### config.mk
export PLATFORM = sky130hd
export DESIGN_NAME = core_top
export DESIGN_NICKNAME = d
export VERILOG_FILES = /design/src/rv_pkg.sv /design/src/pipe_ifs.sv /design/src/core_top.sv /design/src/decode_stage.sv /design/src/execute_stage.sv /design/src/fetch_stage.sv /design/src/hazard_unit.sv /design/src/mem_wb_stage.sv /design/src/reg_file.sv
export SDC_FILE = /design/constraint.sdc
export NUM_CORES = 2
export LEC_CHECK = 0
export BUFFER_PORTS_ARGS = -buffer_cell sky130_fd_sc_hd__buf_2
export CAP_MARGIN = 20
export CORE_MARGIN = 2
export CORE_UTILIZATION = 30
export CTS_CLUSTER_DIAMETER = 80
export DETAILED_ROUTE_END_ITERATION = 12
export MAX_ROUTING_LAYER = met4
export PLACE_DENSITY_LB_ADDON = 0.1
export SLEW_MARGIN = 20
export SYNTH_ARGS = -nofsm -noshare
export SYNTH_HDL_FRONTEND = slang
export SYNTH_SLANG_ARGS = --single-unit
export TNS_END_PERCENT = 30
### constraint.sdc
create_clock -name clk -period 18 [get_ports clk]
set_clock_uncertainty 0.1 [all_clocks]
set_input_delay 3.6 -clock clk [delete_from_list [all_inputs] [get_ports clk]]
set_output_delay 3.6 -clock clk [all_outputs]
set_load 0.01 [all_outputs]
### src/rv_pkg.sv
package rv_pkg;

    localparam int xlen = 32;
    localparam logic [xlen-1:0] reset_pc = 32'h0000_0000;

    // ADDI x0, x0, 0
    localparam logic [xlen-1:0] nop_instr = 32'h0000_0013;

    typedef enum logic [6:0] {
        OPC_OP_IMM = 7'b0010011,
        OPC_OP     = 7'b0110011,
        OPC_LOAD   = 7'b0000011,
        OPC_STORE  = 7'b0100011,
        OPC_BRANCH = 7'b1100011,
        OPC_LUI    = 7'b0110111
    } opcode_e;

    typedef enum logic [2:0] {
        ALU_ADD    = 3'd0,
        ALU_SUB    = 3'd1,
        ALU_AND    = 3'd2,
        ALU_OR     = 3'd3,
        ALU_XOR    = 3'd4,
        ALU_SLT    = 3'd5,
        ALU_PASS_B = 3'd6
    } alu_op_e;

    typedef enum logic [1:0] {
        FWD_NONE = 2'd0,
        FWD_MEM  = 2'd1,
        FWD_WB   = 2'd2
    } fwd_sel_e;

endpackage

### src/pipe_ifs.sv
`timescale 1ns/100ps

interface id_ex_if;
    import rv_pkg::*;

    logic [xlen-1:0] pc;
    logic [xlen-1:0] rs1_val;
    logic [xlen-1:0] rs2_val;
    logic [xlen-1:0] imm;
    logic [4:0]      rs1;
    logic [4:0]      rs2;
    logic [4:0]      rd;
    alu_op_e         alu_op;
    opcode_e         opcode;
    logic [2:0]      funct3;
    logic            reg_write;

    modport decode (
        output pc, rs1_val, rs2_val, imm, rs1, rs2, rd, alu_op, opcode, funct3, reg_write
    );
    modport execute (
        input pc, rs1_val, rs2_val, imm, rs1, rs2, rd, alu_op, opcode, funct3, reg_write
    );
endinterface

interface ex_mem_if;
    import rv_pkg::*;

    logic [xlen-1:0] alu_result;
    logic [xlen-1:0] store_data;
    logic [4:0]      rd;
    logic            reg_write;
    logic            mem_read;
    logic            mem_write;

    modport execute (output alu_result, store_data, rd, reg_write, mem_read, mem_write);
    modport memory (input alu_result, store_data, rd, reg_write, mem_read, mem_write);
endinterface

interface hazard_if;
    import rv_pkg::*;

    logic       stall;
    logic       flush;
    logic       interlock;
    fwd_sel_e   fwd_a;
    fwd_sel_e   fwd_b;
    logic [4:0] id_rs1;
    logic [4:0] id_rs2;
    // EX sources are needed to pick the forwarding selects
    logic [4:0] ex_rs1;
    logic [4:0] ex_rs2;
    logic [4:0] ex_rd;
    logic       ex_mem_read;
    logic       ex_branch_taken;
    logic       ex_reg_write;

    modport fetch (input stall, flush, interlock);
    modport decode (input stall, flush, interlock, output id_rs1, id_rs2);
    modport execute (
        input fwd_a, fwd_b, interlock,
        output ex_rs1, ex_rs2, ex_rd, ex_mem_read, ex_branch_taken, ex_reg_write
    );
    modport hazard (
        output stall, flush, interlock, fwd_a, fwd_b,
        input id_rs1, id_rs2, ex_rs1, ex_rs2, ex_rd, ex_mem_read, ex_branch_taken,
        ex_reg_write
    );
endinterface

### src/core_top.sv
`timescale 1ns/100ps

module core_top (
    input  logic                    clk,
    input  logic                    rst,
    output logic [rv_pkg::xlen-1:0] iad,
    input  logic [rv_pkg::xlen-1:0] idt,
    input  logic                    acki_n,
    output logic [rv_pkg::xlen-1:0] dad,
    input  logic [rv_pkg::xlen-1:0] dmem_rdata,
    output logic [rv_pkg::xlen-1:0] dmem_wdata,
    output logic                    mreq,
    output logic                    write,
    input  logic                    ackd_n
);

    logic [rv_pkg::xlen-1:0] ifid_pc;
    logic [rv_pkg::xlen-1:0] ifid_instr;
    logic [rv_pkg::xlen-1:0] branch_target;
    logic [4:0]              rs1;
    logic [4:0]              rs2;
    logic [rv_pkg::xlen-1:0] rs1_val;
    logic [rv_pkg::xlen-1:0] rs2_val;
    logic                    wb_en;
    logic [4:0]              wb_rd;
    logic [rv_pkg::xlen-1:0] wb_data;

    id_ex_if  id_ex ();
    ex_mem_if ex_mem ();
    hazard_if hz ();

    fetch_stage u_fetch (
        .clk(clk), .rst(rst), .idt(idt), .hz(hz),
        .branch_target(branch_target),
        .iad(iad), .ifid_pc(ifid_pc), .ifid_instr(ifid_instr)
    );

    reg_file u_rf (
        .clk(clk), .rst(rst), .rs1(rs1), .rs2(rs2),
        .wb_en(wb_en), .wb_rd(wb_rd), .wb_data(wb_data),
        .rs1_val(rs1_val), .rs2_val(rs2_val)
    );

    decode_stage u_decode (
        .clk(clk), .rst(rst), .ifid_pc(ifid_pc), .ifid_instr(ifid_instr),
        .rs1_val(rs1_val), .rs2_val(rs2_val), .rs1(rs1), .rs2(rs2),
        .id_ex(id_ex), .hz(hz)
    );

    execute_stage u_execute (
        .clk(clk), .rst(rst), .wb_data(wb_data), .branch_target(branch_target),
        .id_ex(id_ex), .ex_mem(ex_mem), .hz(hz)
    );

    mem_wb_stage u_mem_wb (
        .clk(clk), .rst(rst), .dmem_rdata(dmem_rdata), .ackd_n(ackd_n),
        .dad(dad), .dmem_wdata(dmem_wdata), .mreq(mreq), .write(write),
        .wb_en(wb_en), .wb_rd(wb_rd), .wb_data(wb_data),
        .ex_mem(ex_mem), .interlock(hz.interlock)
    );

    hazard_unit u_hazard (
        .acki_n(acki_n), .ackd_n(ackd_n), .mreq(mreq),
        .wb_rd(wb_rd), .wb_en(wb_en),
        .mem_rd(ex_mem.rd), .mem_reg_write(ex_mem.reg_write),
        .hz(hz)
    );

endmodule

### src/decode_stage.sv
`timescale 1ns/100ps

module decode_stage (
    input  logic                    clk,
    input  logic                    rst,
    input  logic [rv_pkg::xlen-1:0] ifid_pc,
    input  logic [rv_pkg::xlen-1:0] ifid_instr,
    input  logic [rv_pkg::xlen-1:0] rs1_val,
    input  logic [rv_pkg::xlen-1:0] rs2_val,
    output logic [4:0]              rs1,
    output logic [4:0]              rs2,
    id_ex_if.decode                 id_ex,
    hazard_if.decode                hz
);
    import rv_pkg::*;

    opcode_e         opc;
    logic [4:0]      rd;
    logic [2:0]      funct3;
    logic            funct7_b5;
    logic [xlen-1:0] imm;
    alu_op_e         alu_op;
    logic            reg_write;
    logic            uses_rs2;

    assign opc       = opcode_e'(ifid_instr[6:0]);
    assign rd        = ifid_instr[11:7];
    assign funct3    = ifid_instr[14:12];
    assign rs1       = ifid_instr[19:15];
    assign rs2       = ifid_instr[24:20];
    assign funct7_b5 = ifid_instr[30];

    always_comb begin
        imm       = '0;
        alu_op    = ALU_ADD;
        reg_write = 1'b0;
        uses_rs2  = 1'b0;
        case (opc)
            OPC_OP: begin
                uses_rs2  = 1'b1;
                reg_write = 1'b1;
                case (funct3)
                    3'b000:  alu_op = funct7_b5 ? ALU_SUB : ALU_ADD;
                    3'b010:  alu_op = ALU_SLT;
                    3'b100:  alu_op = ALU_XOR;
                    3'b110:  alu_op = ALU_OR;
                    3'b111:  alu_op = ALU_AND;
                    default: alu_op = ALU_ADD;
                endcase
            end
            OPC_OP_IMM: begin
                imm       = {{20{ifid_instr[31]}}, ifid_instr[31:20]};
                reg_write = 1'b1;
                case (funct3)
                    3'b010:  alu_op = ALU_SLT;
                    3'b100:  alu_op = ALU_XOR;
                    3'b110:  alu_op = ALU_OR;
                    3'b111:  alu_op = ALU_AND;
                    default: alu_op = ALU_ADD;
                endcase
            end
            OPC_LOAD: begin
                imm       = {{20{ifid_instr[31]}}, ifid_instr[31:20]};
                reg_write = 1'b1;
            end
            OPC_STORE: begin
                imm      = {{20{ifid_instr[31]}}, ifid_instr[31:25], ifid_instr[11:7]};
                uses_rs2 = 1'b1;
            end
            OPC_BRANCH: begin
                imm = {{20{ifid_instr[31]}}, ifid_instr[7], ifid_instr[30:25],
                       ifid_instr[11:8], 1'b0};
                uses_rs2 = 1'b1;
            end
            OPC_LUI: begin
                imm       = {ifid_instr[31:12], 12'b0};
                alu_op    = ALU_PASS_B;
                reg_write = 1'b1;
            end
            default: begin
                reg_write = 1'b0;
            end
        endcase
    end

    // Unused sources never cause a load-use stall
    assign hz.id_rs1 = (opc == OPC_LUI) ? 5'd0 : rs1;
    assign hz.id_rs2 = uses_rs2 ? rs2 : 5'd0;

    // ID/EX register
    always_ff @(posedge clk) begin
        if (rst) begin
            id_ex.opcode    <= OPC_OP_IMM;
            id_ex.alu_op    <= ALU_ADD;
            id_ex.rd        <= 5'd0;
            id_ex.reg_write <= 1'b0;
        end else if (!hz.interlock) begin
            if (hz.stall || hz.flush) begin
                id_ex.opcode    <= OPC_OP_IMM;
                id_ex.alu_op    <= ALU_ADD;
                id_ex.rd        <= 5'd0;
                id_ex.reg_write <= 1'b0;
            end else begin
                id_ex.opcode    <= opc;
                id_ex.alu_op    <= alu_op;
                id_ex.rd        <= rd;
                id_ex.reg_write <= reg_write && rd != 5'd0;
            end
            id_ex.pc      <= ifid_pc;
            id_ex.rs1_val <= rs1_val;
            id_ex.rs2_val <= rs2_val;
            id_ex.imm     <= imm;
            id_ex.rs1     <= rs1;
            id_ex.rs2     <= rs2;
            id_ex.funct3  <= funct3;
        end
    end

endmodule

### src/execute_stage.sv
`timescale 1ns/100ps

module execute_stage (
    input  logic                    clk,
    input  logic                    rst,
    input  logic [rv_pkg::xlen-1:0] wb_data,
    output logic [rv_pkg::xlen-1:0] branch_target,
    id_ex_if.execute                id_ex,
    ex_mem_if.execute               ex_mem,
    hazard_if.execute               hz
);
    import rv_pkg::*;

    logic [xlen-1:0] op_a;
    logic [xlen-1:0] rs2_fwd;
    logic [xlen-1:0] op_b;
    logic [xlen-1:0] alu_out;
    logic            is_load;
    logic            is_store;
    logic            taken;

    function automatic logic [xlen-1:0] pick(input fwd_sel_e sel, input logic [xlen-1:0] reg_val);
        case (sel)
            FWD_MEM: return ex_mem.alu_result;
            FWD_WB:  return wb_data;
            default: return reg_val;
        endcase
    endfunction

    assign op_a    = pick(hz.fwd_a, id_ex.rs1_val);
    assign rs2_fwd = pick(hz.fwd_b, id_ex.rs2_val);
    assign op_b    = (id_ex.opcode == OPC_OP || id_ex.opcode == OPC_BRANCH) ? rs2_fwd : id_ex.imm;

    always_comb begin
        case (id_ex.alu_op)
            ALU_SUB:    alu_out = op_a - op_b;
            ALU_AND:    alu_out = op_a & op_b;
            ALU_OR:     alu_out = op_a | op_b;
            ALU_XOR:    alu_out = op_a ^ op_b;
            ALU_SLT:    alu_out = {31'b0, $signed(op_a) < $signed(op_b)};
            ALU_PASS_B: alu_out = op_b;
            default:    alu_out = op_a + op_b;
        endcase
    end

    // BEQ and BNE only
    always_comb begin
        taken = 1'b0;
        if (id_ex.opcode == OPC_BRANCH) begin
            if (id_ex.funct3 == 3'b000) begin
                taken = (op_a == rs2_fwd);
            end else if (id_ex.funct3 == 3'b001) begin
                taken = (op_a != rs2_fwd);
            end
        end
    end

    assign branch_target = id_ex.pc + id_ex.imm;
    assign is_load       = (id_ex.opcode == OPC_LOAD);
    assign is_store      = (id_ex.opcode == OPC_STORE);

    assign hz.ex_rs1          = id_ex.rs1;
    assign hz.ex_rs2          = id_ex.rs2;
    assign hz.ex_rd           = id_ex.rd;
    assign hz.ex_mem_read     = is_load;
    assign hz.ex_reg_write    = id_ex.reg_write;
    assign hz.ex_branch_taken = taken;

    // EX/MEM register
    always_ff @(posedge clk) begin
        if (rst) begin
            ex_mem.rd        <= 5'd0;
            ex_mem.reg_write <= 1'b0;
            ex_mem.mem_read  <= 1'b0;
            ex_mem.mem_write <= 1'b0;
        end else if (!hz.interlock) begin
            ex_mem.rd         <= id_ex.rd;
            ex_mem.reg_write  <= id_ex.reg_write;
            ex_mem.mem_read   <= is_load;
            ex_mem.mem_write  <= is_store;
            ex_mem.alu_result <= alu_out;
            ex_mem.store_data <= rs2_fwd;
        end
    end

endmodule

### src/fetch_stage.sv
`timescale 1ns/100ps

module fetch_stage (
    input  logic                    clk,
    input  logic                    rst,
    input  logic [rv_pkg::xlen-1:0] idt,
    hazard_if.fetch                 hz,
    input  logic [rv_pkg::xlen-1:0] branch_target,
    output logic [rv_pkg::xlen-1:0] iad,
    output logic [rv_pkg::xlen-1:0] ifid_pc,
    output logic [rv_pkg::xlen-1:0] ifid_instr
);
    import rv_pkg::*;

    logic [xlen-1:0] pc;
    logic [xlen-1:0] pc_next;

    assign iad = pc;

    always_comb begin
        if (hz.flush) begin
            pc_next = branch_target;
        end else if (hz.stall) begin
            pc_next = pc;
        end else begin
            pc_next = pc + 32'd4;
        end
    end

    always_ff @(posedge clk) begin
        if (rst) begin
            pc <= reset_pc;
        end else if (!hz.interlock) begin
            pc <= pc_next;
        end
    end

    // IF/ID register
    always_ff @(posedge clk) begin
        if (rst) begin
            ifid_instr <= nop_instr;
        end else if (!hz.interlock) begin
            if (hz.flush) begin
                ifid_instr <= nop_instr;
            end else if (!hz.stall) begin
                ifid_instr <= idt;
                ifid_pc    <= pc;
            end
        end
    end

endmodule

### src/hazard_unit.sv
`timescale 1ns/100ps

module hazard_unit (
    input  logic       acki_n,
    input  logic       ackd_n,
    input  logic       mreq,
    input  logic [4:0] wb_rd,
    input  logic       wb_en,
    input  logic [4:0] mem_rd,
    input  logic       mem_reg_write,
    hazard_if.hazard   hz
);
    import rv_pkg::*;

    function automatic fwd_sel_e fwd_for(input logic [4:0] src);
        if (mem_reg_write && mem_rd != 5'd0 && mem_rd == src) begin
            return FWD_MEM;
        end else if (wb_en && wb_rd != 5'd0 && wb_rd == src) begin
            return FWD_WB;
        end
        return FWD_NONE;
    endfunction

    assign hz.fwd_a = fwd_for(hz.ex_rs1);
    assign hz.fwd_b = fwd_for(hz.ex_rs2);

    // Load in EX feeding the instruction in ID
    assign hz.stall = hz.ex_mem_read && hz.ex_reg_write && hz.ex_rd != 5'd0
                   && (hz.ex_rd == hz.id_rs1 || hz.ex_rd == hz.id_rs2);

    assign hz.flush = hz.ex_branch_taken;

    assign hz.interlock = acki_n | (mreq & ackd_n);

endmodule

### src/mem_wb_stage.sv
`timescale 1ns/100ps

module mem_wb_stage (
    input  logic                    clk,
    input  logic                    rst,
    input  logic [rv_pkg::xlen-1:0] dmem_rdata,
    input  logic                    ackd_n,
    output logic [rv_pkg::xlen-1:0] dad,
    output logic [rv_pkg::xlen-1:0] dmem_wdata,
    output logic                    mreq,
    output logic                    write,
    output logic                    wb_en,
    output logic [4:0]              wb_rd,
    output logic [rv_pkg::xlen-1:0] wb_data,
    ex_mem_if.memory                ex_mem,
    input  logic                    interlock
);
    import rv_pkg::*;

    logic            wb_valid;
    logic            load_ready;
    logic [xlen-1:0] mem_result;

    // Data bus straight from EX/MEM
    assign dad        = ex_mem.alu_result;
    assign dmem_wdata = ex_mem.store_data;
    assign mreq       = ex_mem.mem_read | ex_mem.mem_write;
    assign write      = ex_mem.mem_write;

    assign load_ready = ex_mem.mem_read & ~ackd_n;
    assign mem_result = load_ready ? dmem_rdata : ex_mem.alu_result;

    // MEM/WB register
    always_ff @(posedge clk) begin
        if (rst) begin
            wb_valid <= 1'b0;
            wb_rd    <= 5'd0;
        end else if (!interlock) begin
            wb_valid <= ex_mem.reg_write;
            wb_rd    <= ex_mem.rd;
            wb_data  <= mem_result;
        end
    end

    // Write only in the cycle the pipeline moves on
    assign wb_en = wb_valid & ~interlock;

endmodule

### src/reg_file.sv
`timescale 1ns/100ps

module reg_file (
    input  logic                    clk,
    input  logic                    rst,
    input  logic [4:0]              rs1,
    input  logic [4:0]              rs2,
    input  logic                    wb_en,
    input  logic [4:0]              wb_rd,
    input  logic [rv_pkg::xlen-1:0] wb_data,
    output logic [rv_pkg::xlen-1:0] rs1_val,
    output logic [rv_pkg::xlen-1:0] rs2_val
);
    import rv_pkg::*;

    logic [xlen-1:0] regs [1:31];

    // Same-cycle write shows through to the read
    function automatic logic [xlen-1:0] read_reg(input logic [4:0] addr);
        if (addr == 5'd0) begin
            return '0;
        end else if (wb_en && wb_rd == addr) begin
            return wb_data;
        end
        return regs[addr];
    endfunction

    assign rs1_val = read_reg(rs1);
    assign rs2_val = read_reg(rs2);

    always_ff @(posedge clk) begin
        if (rst) begin
            for (int i = 1; i < 32; i++) begin
                regs[i] <= '0;
            end
        end else if (wb_en && wb_rd != 5'd0) begin
            regs[wb_rd] <= wb_data;
        end
    end

endmodule

==> results.md <==
* Leak at 0.0304 uW
* Max Cap Viol at 0
* Post-Place Worst Slack at slightly below 8000 ps
* Horiz. Die Dim at a little over 500 um
* # setup viols final at 0
* Routed via count at just over 50000
* Hold slack at between 300 and 400 ps
* Critical Path AT at around 10000 ps
* Std-Cell Rows at roughly 190
* Layout cells sized above 1 at 0.238
* Maximum vdd drop at between 90 and 100 uV
* Routed length per instance at 33.5 um
* Post-synth top area cell: edfxtp_1
* Routed WL at 311000 um
* Hold_buf cts at 0
* Most used DFF post-synth: edfxtp_1
* EDFF count, synth at approximately 1300
* Core Box Area at approximately 260000 sq um
* Largest reg by FF count: u_rf.regs
* Top-area cell type share of the netlist area at 0.499
* Critical-path cell list: buf_2 > nor2b_1 > o311a_4 > nand3_2 > mux2i_1 > o21ai_0 > mux2i_1 > inv_1 > ha_1 > inv_1 > ha_1 > or2_2 > a221oi_1 > o31ai_1 > and2_1 > o221ai_1 > a221o_1 > o221ai_2 > a31oi_4 > o31ai_4 > a2111oi_2 > o21bai_1 > a221o_1
* Cell Pwr Density at 94.8 nW/um^2
* Fmax at 104 MHz
* Fin nets at about 5900
* Yosys cell types at 100
* Crit. End Element: register
* Area grow syn2layout at 13.6%
* Worst Max-Slew Pin Slew at between 1000 and 1500 ps
* Tmin final at 9610 ps
* Area of the die at approximately 260000 sq um
* Largest net degree at the start of global routing at about 110
* First-pass detailed-route iteration total at 6
* Clk_lat worst skew at 860 ps
* Vias in the first global route at about 52000
* Mapped Area at ~78000 sq um
* Status: finished clean
* DRC at 0
* Via/cell ratio at between 5 and 6
* Fillers at 25000
* Critical path startpoint category: primary input
* Resized Gates After CTS at 0
* Vert. Die Dim at 513 um
* Worst r2r src: u_mem_wb.wb_rd[4]
* CTS Sinks at 1397
* IO Count at between 150 and 200
* Worst setup margin at ~8400 ps
* Num CTS Buffers at 175
* Slowest cell on the critical path: o311a_4
* Postcts setup bufs at 0
* RSZ-0062 raised after global routing: no
* Clk pin slew, worst setup/hold paths at 60 ps
* Synth area leaders: edfxtp_1, mux4_2, and2_1
* GR Util All Layers at 0.240
* Initial antenna violation count at 29
* Dpl hpwl at ~200000 um
* RR Endpoint: u_execute.ex_mem.alu_result[28]
* GR Overflow Total at 0
* R2R Setup Slk at between 10000 and 15000 ps
* Worst R2R Path Depth at 23
* Gpl congestion at just over 0.9
* Final period utilization at 0.534
* Synthesized instance count at 5718
* Slew Viols, Final at 0
* Hold path start: u_fetch.ifid_pc[18]
* Hold Violations, Final at 0
* CTS Root Cell: clkbuf_16
* Longest Clk Path Bufs at 3
* Hold EP: u_decode.id_ex.pc[18]
* Crit Path Category: in -> reg
* H-tree Lvls at 4
* Seq/Total Area, Yosys at 0.526
* Hold depth at 0
* TNS Setup at 0 ps
* Final antenna-violating net count at 0
* Max reg flops at between 1000 and 1500
* Buffers on Ports at ~170
* WP data required at about 18000 ps
* Slew headroom at 0.289
* Slowest stage delay, CP at between 700 and 800 ps
* Hold Path Class: reg -> reg
* Seq cells post-synth at ~1400
* Starting Density at 0.301
* Yosys warning count at 0
* Async set-reset flop share out of synthesis at 0
* Initial detailed-routing violation count at about 5300
* Syn Area/Cell at 13.6 sq um
* CTS tree: built
* Global-route wire length before repair at 433000 um
* Crit path max fanout at between 50 and 60
-- metrics by stage --
stage | std cells | util | area [sq um] | total power [uW]
after floorplan | 5749 | - | 78000 | 4470
after global placement | 8978 | 0.320 | 82800 | 4940
after detailed placement | 8978 | 0.320 | 82800 | 4940
after CTS | 9302 | 0.342 | 88400 | 8450
after global routing | 9305 | 0.342 | 88400 | 8640
final | 9310 | 0.342 | 88400 | 8380
-- worst max path at each step --
stage / endpoint / cells after the start / slack [ps] / startpoint
6_report: u_execute.ex_mem.alu_result[28] / 23 / 8390 / acki_n
5_1_grt: u_execute.ex_mem.alu_result[28] / 23 / 8110 / acki_n
4_1_cts: u_execute.ex_mem.alu_result[28] / 23 / 8570 / acki_n
3_5_place_dp: u_execute.ex_mem.alu_result[28] / 23 / 7690 / acki_n
3_3_place_gp: u_execute.ex_mem.alu_result[27] / 20 / 7720 / acki_n
2_1_floorplan: u_decode.id_ex.funct3[0] / 5 / 2870 / ackd_n
-- Yosys cell counts, drive strengths merged (38+ instances only) --
master / instances
a21oi: 171
buf: 103
inv: 119
mux2i: 111
nand2: 164
dfxtp: 104
a21o: 43
a31oi: 81
xor2: 40
clkbuf: 420
nand3: 60
mux4: 640
nor2: 254
and2: 979
xnor2: 74
nor3: 120
or2: 41
a22o: 38
nand4: 63
a211oi: 83
edfxtp: 1293
o21ai: 156
ha: 114
o31ai: 63
-- per-layer routing --
| metal | part of all wire | track usage | wire length (um) | up-vias |
|---|---|---|---|---|
| li1 | - | - | - | 22100 |
| met1 | 0.44 | 0.324 | 137000 | 27300 |
| met2 | 0.47 | 0.379 | 147000 | 2014 |
| met3 | 0.060 | 0.0314 | 18700 | 426 |
| met4 | 0.030 | 0.0682 | 9200 | 0 |
| met5 | 0 | - | 0 | - |
-- logic make-up (layout without fill, tap and decap cells) --
kind of cell	after synthesis	in the layout	synth area share
flip-flops	1397	1397	0.526
AO/OA/AOI/OAI	859	859	0.0765
buffers and inverters	644	795	0.0320
adder cells (fa/ha/maj)	115	115	0.0186
other	1	40	0.0000482
AND/OR/NAND/NOR	1803	1803	0.130
multiplexers	785	785	0.204
XOR/XNOR	114	114	0.0129
-- layout by cell type, fill, tap and decap left out, types with 20 or more instances in the layout --
cell | netlist | final
nand2_1 | 164 | 164
a22o_1 | 38 | 38
and3_1 | 23 | 22
xnor2_1 | 74 | 74
mux2_2 | 33 | 33
mux2i_1 | 111 | 110
o31ai_1 | 60 | 60
a31oi_1 | 75 | 75
buf_4 | 7 | 182
nor2_1 | 253 | 219
ha_1 | 114 | 114
inv_1 | 118 | 117
clkinv_2 | 0 | 20
o221ai_1 | 24 | 24
nor3_1 | 119 | 118
buf_2 | 27 | 164
xor2_1 | 39 | 39
nand3_1 | 58 | 57
nor2_4 | 0 | 33
clkbuf_16 | 0 | 177
and2_1 | 979 | 978
a21o_1 | 43 | 43
edfxtp_1 | 1293 | 1293
conb_1 | 1 | 32
o21ai_0 | 151 | 151
nand4_1 | 63 | 63
o21a_1 | 21 | 21
or2_2 | 40 | 40
a21oi_1 | 169 | 168
mux4_2 | 640 | 640
clkbuf_1 | 420 | 52
clkinv_1 | 2 | 41
dfxtp_1 | 104 | 93
a211oi_1 | 83 | 83
-- worst max-delay path, delay by kind of cell --
kind / cells / cell delay, ps
multiplexers: 2 / 440
AND/OR/NAND/NOR: 4 / 1280
adder cells (fa/ha/maj): 2 / 370
AO/OA/AOI/OAI: 12 / 4020
buffers and inverters: 3 / 310
-- where the power goes --
group          internal [uW]  total [uW]  switching [uW]
combinational            406        1080             669
clock                   1970        3500            1530
sequential              3680        3800             122
-- cell type report --
class / instances / area (sq um) / area share
Timing Repair Buffer: 350 / 2270 / 0.0256
Sequential cell: 1397 / 40900 / 0.463
Antenna cell: 8 / 20.0 / 0.000226
Tap cell: 3402 / 4260 / 0.0482
Inverter: 121 / 454 / 0.00514
Clock inverter: 88 / 870 / 0.00984
Multi-Input combinational cell: 3708 / 34900 / 0.394
Clock buffer: 236 / 4720 / 0.0534
(Power assumes the default switching activity.)
